`src/logic/px_pkg.sv`:
```
// PX state control definitions
package px_pkg;

	localparam int PX_STATE_W = 27; // 22 states plus reserved
	localparam int NGROUPS = 5; // Strobe groups

	// One-hot machine states, k1 in the top bit
	typedef struct packed {
		logic k1; // Fetch, first word
		logic k2; // Fetch, second word
		logic p0; // Start state
		logic p1;
		logic p2;
		logic p3;
		logic p4;
		logic p5;
		logic wp;
		logic wa;
		logic wz;
		logic we;
		logic wr; // Memory read
		logic w_s;
		logic ww; // Memory write
		logic wm; // Memory modify
		logic wx;
		logic i1; // Interrupt phases
		logic i2;
		logic i3;
		logic i4;
		logic i5;
		logic [4:0] rsvd; // Always zero
	} px_state_t;

	typedef struct packed {
		logic zg; // Bus request
		logic rd; // Read cycle
		logic wr; // Write cycle
	} px_bus_req_t;

	typedef struct packed {
		logic zw; // Grant
		logic ok; // Answer OK
		logic en; // No memory
		logic pe; // Parity error
	} px_bus_ans_t;

	localparam px_state_t P0_STATE = '{p0: 1'b1, default: '0}; // After clear

	// Per-group state sets
	localparam px_state_t G0_MASK = '{we: 1'b1, w_s: 1'b1, p4: 1'b1, default: '0};
	localparam px_state_t G1_MASK = '{p1: 1'b1, k1: 1'b1, k2: 1'b1, i1: 1'b1, i3: 1'b1,
		default: '0};
	localparam px_state_t G2_MASK = '{p5: 1'b1, wr: 1'b1, ww: 1'b1, wm: 1'b1, i2: 1'b1,
		i4: 1'b1, i5: 1'b1, default: '0};
	localparam px_state_t G3_MASK = '{wz: 1'b1, p3: 1'b1, wa: 1'b1, p0: 1'b1, default: '0};
	localparam px_state_t G4_MASK = '{p2: 1'b1, wp: 1'b1, wx: 1'b1, default: '0};

	localparam logic [NGROUPS-1:0][PX_STATE_W-1:0] GROUP_MASK =
		{G4_MASK, G3_MASK, G2_MASK, G1_MASK, G0_MASK}; // Index 0 is group 0

	localparam logic [NGROUPS-1:0][3:0] GROUP_TICKS =
		{4'd5, 4'd5, 4'd5, 4'd6, 4'd5}; // Strobe 1 lengths, group 0 rightmost
	localparam int STROB2_TICKS = 6; // Strobe 2 length

	localparam logic [NGROUPS-1:0] BUS_GROUPS = 5'b00110; // Groups 1 and 2
	localparam logic [NGROUPS-1:0] STROB2_GROUPS = 5'b00011; // Groups 0 and 1

	localparam px_state_t BUS_MASK = px_state_t'(G1_MASK | G2_MASK); // Memory states
	localparam px_state_t WRITE_MASK = '{ww: 1'b1, wm: 1'b1, i5: 1'b1, default: '0};

endpackage

```
`src/logic/px_bus_ctrl.sv`:
```
// System bus request control
`timescale 1ns/1ps

module px_bus_ctrl import px_pkg::*; #(
	parameter int ALARM_TICKS = 250, // Answer timeout
	parameter bit STOP_ON_NOMEM = 1'b1 // Halt on missing memory
) (
	input logic got,
	input logic clo_,
	input px_state_t state,
	input logic state_load,
	input px_bus_ans_t bus_ans,
	output px_bus_req_t bus_req,
	output logic bus_ready, // Answer or timeout seen
	output logic alarm, // Sticky timeout
	output logic hlt_n
);

	localparam int TW = $clog2(ALARM_TICKS + 1); // Timeout counter width

	logic load_d; // First clock of a cycle
	logic req_q; // Request flip-flop
	logic req_on; // Request raise
	logic zg;
	logic bus_hit; // Memory state active
	logic write_hit; // Write state active
	logic answer; // OK, EN or PE under grant
	logic timeout;
	logic nomem; // EN answer that halts
	logic [TW-1:0] wait_cnt; // Clocks of request so far

	assign bus_hit = |(state & BUS_MASK);
	assign write_hit = |(state & WRITE_MASK);

	// Raised on first clock, held by the flip-flop after
	assign req_on = load_d & bus_hit;
	assign zg = req_q | req_on;

	assign answer = zg & bus_ans.zw & (bus_ans.ok | bus_ans.en | bus_ans.pe);
	assign timeout = zg & ~answer & (wait_cnt == TW'(ALARM_TICKS - 1));
	assign nomem = answer & bus_ans.en & STOP_ON_NOMEM;

	always_ff @(posedge got or negedge clo_) begin
		if (!clo_) begin
			load_d <= 1'b0;
			req_q <= 1'b0;
			bus_ready <= 1'b0;
			alarm <= 1'b0;
			hlt_n <= 1'b1;
			wait_cnt <= '0;
		end else begin
			load_d <= state_load;
			req_q <= zg & ~(answer | timeout); // Drop after answer
			bus_ready <= answer | timeout; // One clock
			if (timeout) begin
				alarm <= 1'b1; // Cleared only by reset
			end
			if (zg & ~(answer | timeout)) begin
				wait_cnt <= wait_cnt + 1'b1;
			end else begin
				wait_cnt <= '0;
			end
			if (state_load) begin
				hlt_n <= 1'b1; // Released by next load
			end else if (nomem) begin
				hlt_n <= 1'b0;
			end
		end
	end

	// Direction only while requesting
	assign bus_req = '{zg: zg, rd: zg & ~write_hit, wr: zg & write_hit};

endmodule

```
`src/logic/px_cycle_decode.sv`:
```
// Strobe group decode
`timescale 1ns/1ps

module px_cycle_decode import px_pkg::*; (
	input logic got,
	input logic clo_,
	input px_state_t state,
	input logic state_load,
	input logic first_load,
	input logic bus_ready, // Bus answer seen
	output logic [NGROUPS-1:0] grp_start,
	output logic need_strob2,
	output logic [NGROUPS-1:0] grp_used // Groups active this cycle
);

	logic load_d; // First clock of a cycle
	logic ready_d; // Clock after bus_ready
	logic [NGROUPS-1:0] grp_hit; // Live group decode
	logic [NGROUPS-1:0] used_q; // Groups latched for the cycle

	// State against each group mask
	always_comb begin
		for (int g = 0; g < NGROUPS; g++) begin
			grp_hit[g] = |(state & GROUP_MASK[g]);
		end
	end

	// Live decode on the first clock, latched after
	assign grp_used = load_d ? grp_hit : used_q;

	// Non-bus groups fire at once, bus groups wait for the answer
	assign grp_start = (grp_used & ~BUS_GROUPS & {NGROUPS{load_d}}) |
		(grp_used & BUS_GROUPS & {NGROUPS{ready_d}});

	assign need_strob2 = |(grp_used & STROB2_GROUPS); // Groups 0 and 1

	always_ff @(posedge got or negedge clo_) begin
		if (!clo_) begin
			load_d <= 1'b0;
			ready_d <= 1'b0;
			used_q <= '0;
		end else begin
			load_d <= state_load | first_load; // Cycle begins next clock
			ready_d <= bus_ready;
			if (load_d) begin
				used_q <= grp_hit; // Hold until next load
			end
		end
	end

endmodule

```
`src/logic/px_cycle_end.sv`:
```
// Cycle end sequencer
`timescale 1ns/1ps

module px_cycle_end import px_pkg::*; (
	input logic got,
	input logic clo_,
	input logic [NGROUPS-1:0] pulse, // Timer outputs
	input logic [NGROUPS-1:0] done,
	input logic [NGROUPS-1:0] grp_used,
	input logic need_strob2,
	input logic mode, // Single step
	input logic step_, // Step key, low active
	output logic strob1,
	output logic strob2,
	output logic state_load
);

	localparam int SW = $clog2(STROB2_TICKS); // Strobe 2 counter width

	typedef enum logic [2:0] {
		PH_START, // After clear, no load
		PH_WAIT, // Groups running
		PH_STEP, // Step hold
		PH_STROB2,
		PH_LOAD // Load pulse
	} ph_t;

	ph_t ph, ph_nxt;
	logic [NGROUPS-1:0] seen; // Done bits so far
	logic [SW-1:0] s2_cnt; // Strobe 2 clocks left minus one
	logic all_done;
	ph_t after_hold; // Phase once step is released

	assign all_done = &(seen | done | ~grp_used); // Unused groups count as done
	assign after_hold = need_strob2 ? PH_STROB2 : PH_LOAD;

	always_comb begin
		ph_nxt = ph;
		case (ph)
			PH_START, PH_LOAD: ph_nxt = PH_WAIT;
			PH_WAIT: if (all_done) ph_nxt = mode ? PH_STEP : after_hold;
			PH_STEP: if (!step_) ph_nxt = after_hold; // Low sample releases
			PH_STROB2: if (s2_cnt == '0) ph_nxt = PH_LOAD;
			default: ph_nxt = PH_WAIT;
		endcase
	end

	always_ff @(posedge got or negedge clo_) begin
		if (!clo_) begin
			ph <= PH_START;
			seen <= '0;
			s2_cnt <= '0;
		end else begin
			ph <= ph_nxt;
			if (ph == PH_LOAD || ph == PH_START) begin
				seen <= '0; // New cycle
			end else begin
				seen <= seen | done;
			end
			if (ph_nxt == PH_STROB2 && ph != PH_STROB2) begin
				s2_cnt <= SW'(STROB2_TICKS - 1); // Arm strobe 2
			end else if (ph == PH_STROB2) begin
				s2_cnt <= s2_cnt - 1'b1;
			end
		end
	end

	assign strob1 = |pulse; // Any group strobe
	assign strob2 = (ph == PH_STROB2);
	assign state_load = (ph == PH_LOAD); // One clock

endmodule

```
`src/logic/px_state_reg.sv`:
```
// Machine state register
`timescale 1ns/1ps

module px_state_reg import px_pkg::*; (
	input logic got,
	input logic clo_,
	input px_state_t ent, // Enter lines
	input logic state_load, // End of cycle
	output px_state_t state,
	output logic first_load // Starts the cycle after clear
);

	logic started; // Set by first clock after clear
	px_state_t ent_clean; // Enter vector, reserved bits dropped

	always_comb begin
		ent_clean = ent;
		ent_clean.rsvd = '0; // Never carry reserved bits
	end

	// Clear presets P0 alone
	always_ff @(posedge got or negedge clo_) begin
		if (!clo_) begin
			state <= P0_STATE;
		end else if (state_load) begin
			state <= ent_clean; // New states at cycle end
		end
	end

	always_ff @(posedge got or negedge clo_) begin
		if (!clo_) begin
			started <= 1'b0;
		end else begin
			started <= 1'b1; // Stays set until next clear
		end
	end

	// High until the first clock, stands in for a load
	assign first_load = ~started;

endmodule

```
`src/logic/px_strob_timer.sv`:
```
// Strobe 1 pulse timer
`timescale 1ns/1ps

module px_strob_timer #(
	parameter int TICKS = 5 // Pulse length in clocks
) (
	input logic got,
	input logic clo_,
	input logic start,
	output logic pulse,
	output logic done
);

	localparam int CW = $clog2(TICKS + 1); // Counter width

	logic [CW-1:0] cnt; // Clocks of pulse left

	// Down counter in place of the one-shot
	always_ff @(posedge got or negedge clo_) begin
		if (!clo_) begin
			cnt <= '0;
			done <= 1'b0;
		end else begin
			done <= (cnt == CW'(1)); // Last pulse clock
			if (start) begin
				cnt <= CW'(TICKS); // Retrigger
			end else if (cnt != '0) begin
				cnt <= cnt - 1'b1;
			end
		end
	end

	assign pulse = (cnt != '0); // High while counting

endmodule

```
`src/logic/px_top.sv`:
```
// PX state control unit
`timescale 1ns/1ps

module px_top import px_pkg::*; #(
	parameter int ALARM_TICKS = 250,
	parameter bit STOP_ON_NOMEM = 1'b1
) (
	input logic got, // System clock
	input logic clo_, // General clear
	input px_state_t ent, // Enter lines from microcode
	input logic mode,
	input logic step_,
	input px_bus_ans_t bus_ans,
	output px_state_t state,
	output logic strob1,
	output logic strob2,
	output logic state_load,
	output px_bus_req_t bus_req,
	output logic alarm,
	output logic hlt_n
);

	logic first_load; // Cycle start after clear
	logic bus_ready;
	logic need_strob2;
	logic [NGROUPS-1:0] grp_start; // Per-group triggers
	logic [NGROUPS-1:0] grp_used;
	logic [NGROUPS-1:0] pulse; // Per-group strobe 1
	logic [NGROUPS-1:0] done;

	px_state_reg u_state_reg (
		.got(got),
		.clo_(clo_),
		.ent(ent),
		.state_load(state_load),
		.state(state),
		.first_load(first_load)
	);

	px_cycle_decode u_cycle_decode (
		.got(got),
		.clo_(clo_),
		.state(state),
		.state_load(state_load),
		.first_load(first_load),
		.bus_ready(bus_ready),
		.grp_start(grp_start),
		.need_strob2(need_strob2),
		.grp_used(grp_used)
	);

	// One timer per strobe group
	for (genvar g = 0; g < NGROUPS; g++) begin : g_timer
		px_strob_timer #(
			.TICKS(int'(GROUP_TICKS[g]))
		) u_timer (
			.got(got),
			.clo_(clo_),
			.start(grp_start[g]),
			.pulse(pulse[g]),
			.done(done[g])
		);
	end

	px_cycle_end u_cycle_end (
		.got(got),
		.clo_(clo_),
		.pulse(pulse),
		.done(done),
		.grp_used(grp_used),
		.need_strob2(need_strob2),
		.mode(mode),
		.step_(step_),
		.strob1(strob1),
		.strob2(strob2),
		.state_load(state_load)
	);

	px_bus_ctrl #(
		.ALARM_TICKS(ALARM_TICKS),
		.STOP_ON_NOMEM(STOP_ON_NOMEM)
	) u_bus_ctrl (
		.got(got),
		.clo_(clo_),
		.state(state),
		.state_load(state_load),
		.bus_ans(bus_ans),
		.bus_req(bus_req),
		.bus_ready(bus_ready),
		.alarm(alarm),
		.hlt_n(hlt_n)
	);

endmodule

```
`config.mk`:
```
export PLATFORM = sky130hd
export DESIGN_NAME = px_top
export DESIGN_NICKNAME = d
export VERILOG_FILES = /design/src/logic/px_pkg.sv /design/src/logic/px_bus_ctrl.sv /design/src/logic/px_cycle_decode.sv /design/src/logic/px_cycle_end.sv /design/src/logic/px_state_reg.sv /design/src/logic/px_strob_timer.sv /design/src/logic/px_top.sv
export SDC_FILE = /design/constraint.sdc
export NUM_CORES = 1
export LEC_CHECK = 0
export BUFFER_PORTS_ARGS = -buffer_cell sky130_fd_sc_hd__buf_2
export CAP_MARGIN = 10
export CELL_PAD_IN_SITES_DETAIL_PLACEMENT = 0
export CELL_PAD_IN_SITES_GLOBAL_PLACEMENT = 1
export CORE_UTILIZATION = 39
export CTS_BUF_LIST = sky130_fd_sc_hd__clkbuf_8
export DETAILED_ROUTE_END_ITERATION = 6
export HOLD_SLACK_MARGIN = 0.1
export MAX_ROUTING_LAYER = met4
export PLACE_DENSITY = 0.75
export SYNTH_ARGS = -nofsm -noshare
export SYNTH_HDL_FRONTEND = slang
export SYNTH_SLANG_ARGS = --single-unit
```
`constraint.sdc`:
```
create_clock -name got -period 1.9 [get_ports got]
set_input_delay 0.19 -clock got [delete_from_list [all_inputs] [get_ports got]]
set_output_delay 0.19 -clock got [all_outputs]
set_load 0.05 [all_outputs]
```
==> qor.yml <==
setup_path:
  startpoint_type: "register"
  end_kind: "register"
  rr_worst_depth: 6
  required_ps: 2130
  reg2reg_setup_slack_ps: -90
  r2r_end: "u_cycle_end.s2_cnt[0]"
  critical_path_class: "register to register"
  r2r-start: "u_state_reg.state[21]"
  worstPathMaxFanout: 3
  crit_arrival_ps: 2220
routing:
  ant_nets: 0
  drc: 0
  vias: 2691
  drt_iter0_drc: 88
  viasPerCell: 4.58
  avgRoutedWirePerCell_um: 12.3
  drt_pass1_iterations: 4
  wirelength_mm: 7.23
grt:
  grt_pass1_vias: 2693
  gr-usage-all-layers_pct: 18.5
  grt-ovfl-total: 0
  grt_max_degree: 75
  grt_pass1_wl_mm: 12.3
  antenna_found_initial: 0
yosys:
  ys_types: 48
  synth_edf_count: 0
  syn_area_mm2: 0.00340
  avgSynthCellArea_um2: 9.85
  synth_seq_cells: 74
  synthArstFlopShare_pct: 100
  synth-seq-area-share_pct: 54.6
  yosysWarningCount: 0
  synth_cells: 345
  ys.flop_type: "dfrtp_1"
sta:
  tns_ps: -209
  rsz0062_at_grt: "true"
  final-max-slew-violation-count: 0
  fmax_mhz: 503
  fin_crit_sh_pct: 105
  worst_slack_ps: -88.9
  setup-violations-final: 4
  finalHoldViolations: 0
  fin_crit_ps: 1990
  clock-skew-final_ps: 13.4
cts:
  cts_tree: "yes"
  clock_sinks: 74
  clk_latency_ps: 350
  root_buffer: "clkbuf_8"
  path_clk_slew_ps: 90
  cts_buffers: 9
  cts_htree_levels: 3
  clock_path_buffers: 2
layout:
  fin_area_mm2: 0.00479
  nets: 532
  diodes: 0
  final_common_cell: "nand2_1"
  syn2layout_area_growth_pct: 41.1
  layout-drive-gt1-share_pct: 36.9
  final_cell_mix: "93 x nand2_1, 54 x buf_2, 52 x dfrtp_1"
worst_hold_path:
  min_to: "u_bus_ctrl.hlt_n"
  hold_class: "input port to register"
  min_from: "bus_ans[3]"
  hold_depth: 4
place:
  hpwlAfterDp_mm: 4.80
  place_ws_ps: -123
  placed_area_mm2: 0.00405
  finalWeightedCongestion: 0.815
  port_buffers: 59
die:
  coreArea_mm2: 0.00834
  dieArea_mm2: 0.00909
  num_rows: 33
  initial_core_util_pct: 40.7
  die_x_um: 95.3
  ios: 70
  fp.dieH_um: 95.3
run:
  drv_cap: 0
outcome:
  violations: "setup timing"
  status: "complete, but fails checks"
power:
  powerDensity_mw_per_mm2: 1620
  ir_worst_vdd_mv: 1.13
  power_leakage_nw: 2.39
## how the worst max path moves through the flow
| stage | from | end | slack [ps] | depth (start not counted) |
|---|---|---|---|---|
| 6_report | u_state_reg.state[21] | u_cycle_end.s2_cnt[0] | -90 | 6 |
| 5_1_grt | u_state_reg.state[8] | bus_req[1] | -190 | 6 |
| 4_1_cts | u_state_reg.state[8] | bus_req[1] | -100 | 6 |
| 3_5_place_dp | u_state_reg.state[15] | u_cycle_end.s2_cnt[0] | -120 | 6 |
| 3_3_place_gp | u_state_reg.state[18] | u_cycle_end.s2_cnt[0] | -90 | 7 |
| 2_1_floorplan | u_state_reg.state[14] | u_cycle_end.s2_cnt[0] | -80 | 6 |
## worst max-delay path: stages, from the launching register on
cell and delay, ps:
dfrtp_2 430, nor4_4 320, a21oi_2 100, a221oi_2 290
a21boi_1 120, o32a_1 340, mux2_4 260
## logic make-up after synthesis
logic type / count (synthesis) / synth area share (%)
compound gates: 33 / 7.51
xor+xnor: 11 / 2.84
fa+ha+maj: 19 / 7.00
buf+inv: 32 / 4.31
flops: 74 / 54.6
mux: 6 / 1.80
other cells: 2 / 0.221
simple gates: 168 / 21.8
## metal layers
| metal | global-route usage (%) | vias up | share of wire, % |
|---|---|---|---|
| met2 | 26.8 | 70 | 44 |
| met4 | 8.71 | 0 | 2.0 |
| met3 | 3.35 | 13 | 4.4 |
| met5 | - | - | 0 |
| met1 | 24.9 | 1244 | 49 |
| li1 | - | 1364 | - |
## synthesized netlist by cell type (5+ instances only)
master	count	share of area [%]
a21oi_1	7	1.0
buf_4	7	1.5
clkbuf_1	6	0.66
dfrtp_1	72	53
ha_1	19	7.0
inv_1	18	2.0
mux2i_1	5	1.5
nand2_1	93	10
nand2b_1	11	2.0
nor2_1	40	4.4
nor2b_1	6	1.1
nor3_1	5	0.74
xnor2_1	9	2.3
## area by class of cell
class | instances | area, um2
multi-input combinational | 243 | 1540
sequential | 74 | 1880
fill | 732 | 3550
clock inverter | 5 | 78.8
inverter | 19 | 71.3
timing repair buffer | 131 | 945
clock buffer | 11 | 151
tap | 105 | 131
## power breakdown
group	leakage (nW)	switching, W	internal (W)	total [W]
Sequential	0.870	0.000440	0.00221	0.00265
Clock	0.113	0.000588	0.000807	0.00139
Combinational	1.40	0.00219	0.00153	0.00371
Total	2.39	0.00321	0.00454	0.00776
## flip-flops by register name, indices dropped and copies added (netlist names), 3 cells and up
name / count
g_timer.u_timer.done: 5
u_cycle_end.s2_cnt: 3
u_cycle_end.ph: 3
g_timer.u_timer.cnt: 15
u_cycle_end.seen: 5
u_bus_ctrl.wait_cnt: 8
u_cycle_decode.used_q: 5
u_state_reg.state: 22
## stage by stage
step / hold WS [ps] / utilization, % / power (W) / instances
after floorplan: -106 / - / 0.00491 / 349
final: 183 / 57.5 / 0.00776 / 588
after global placement: 252 / 48.6 / 0.00589 / 532
after global routing: 226 / 57.5 / 0.00831 / 588
after detailed placement: 254 / 48.6 / 0.00595 / 532
after CTS: 157 / 56.4 / 0.00762 / 584
## repair_timing
item | in CTS | in global routing
pin swaps | 7 | 4
gates resized for setup | 24 | 18
hold buffers | 23 | 0
setup endpoints to repair | 7 | 10
setup buffers | 13 | 5
endpoints found under the hold margin | 94 | 0
Power figures use the tool's default switching activity.
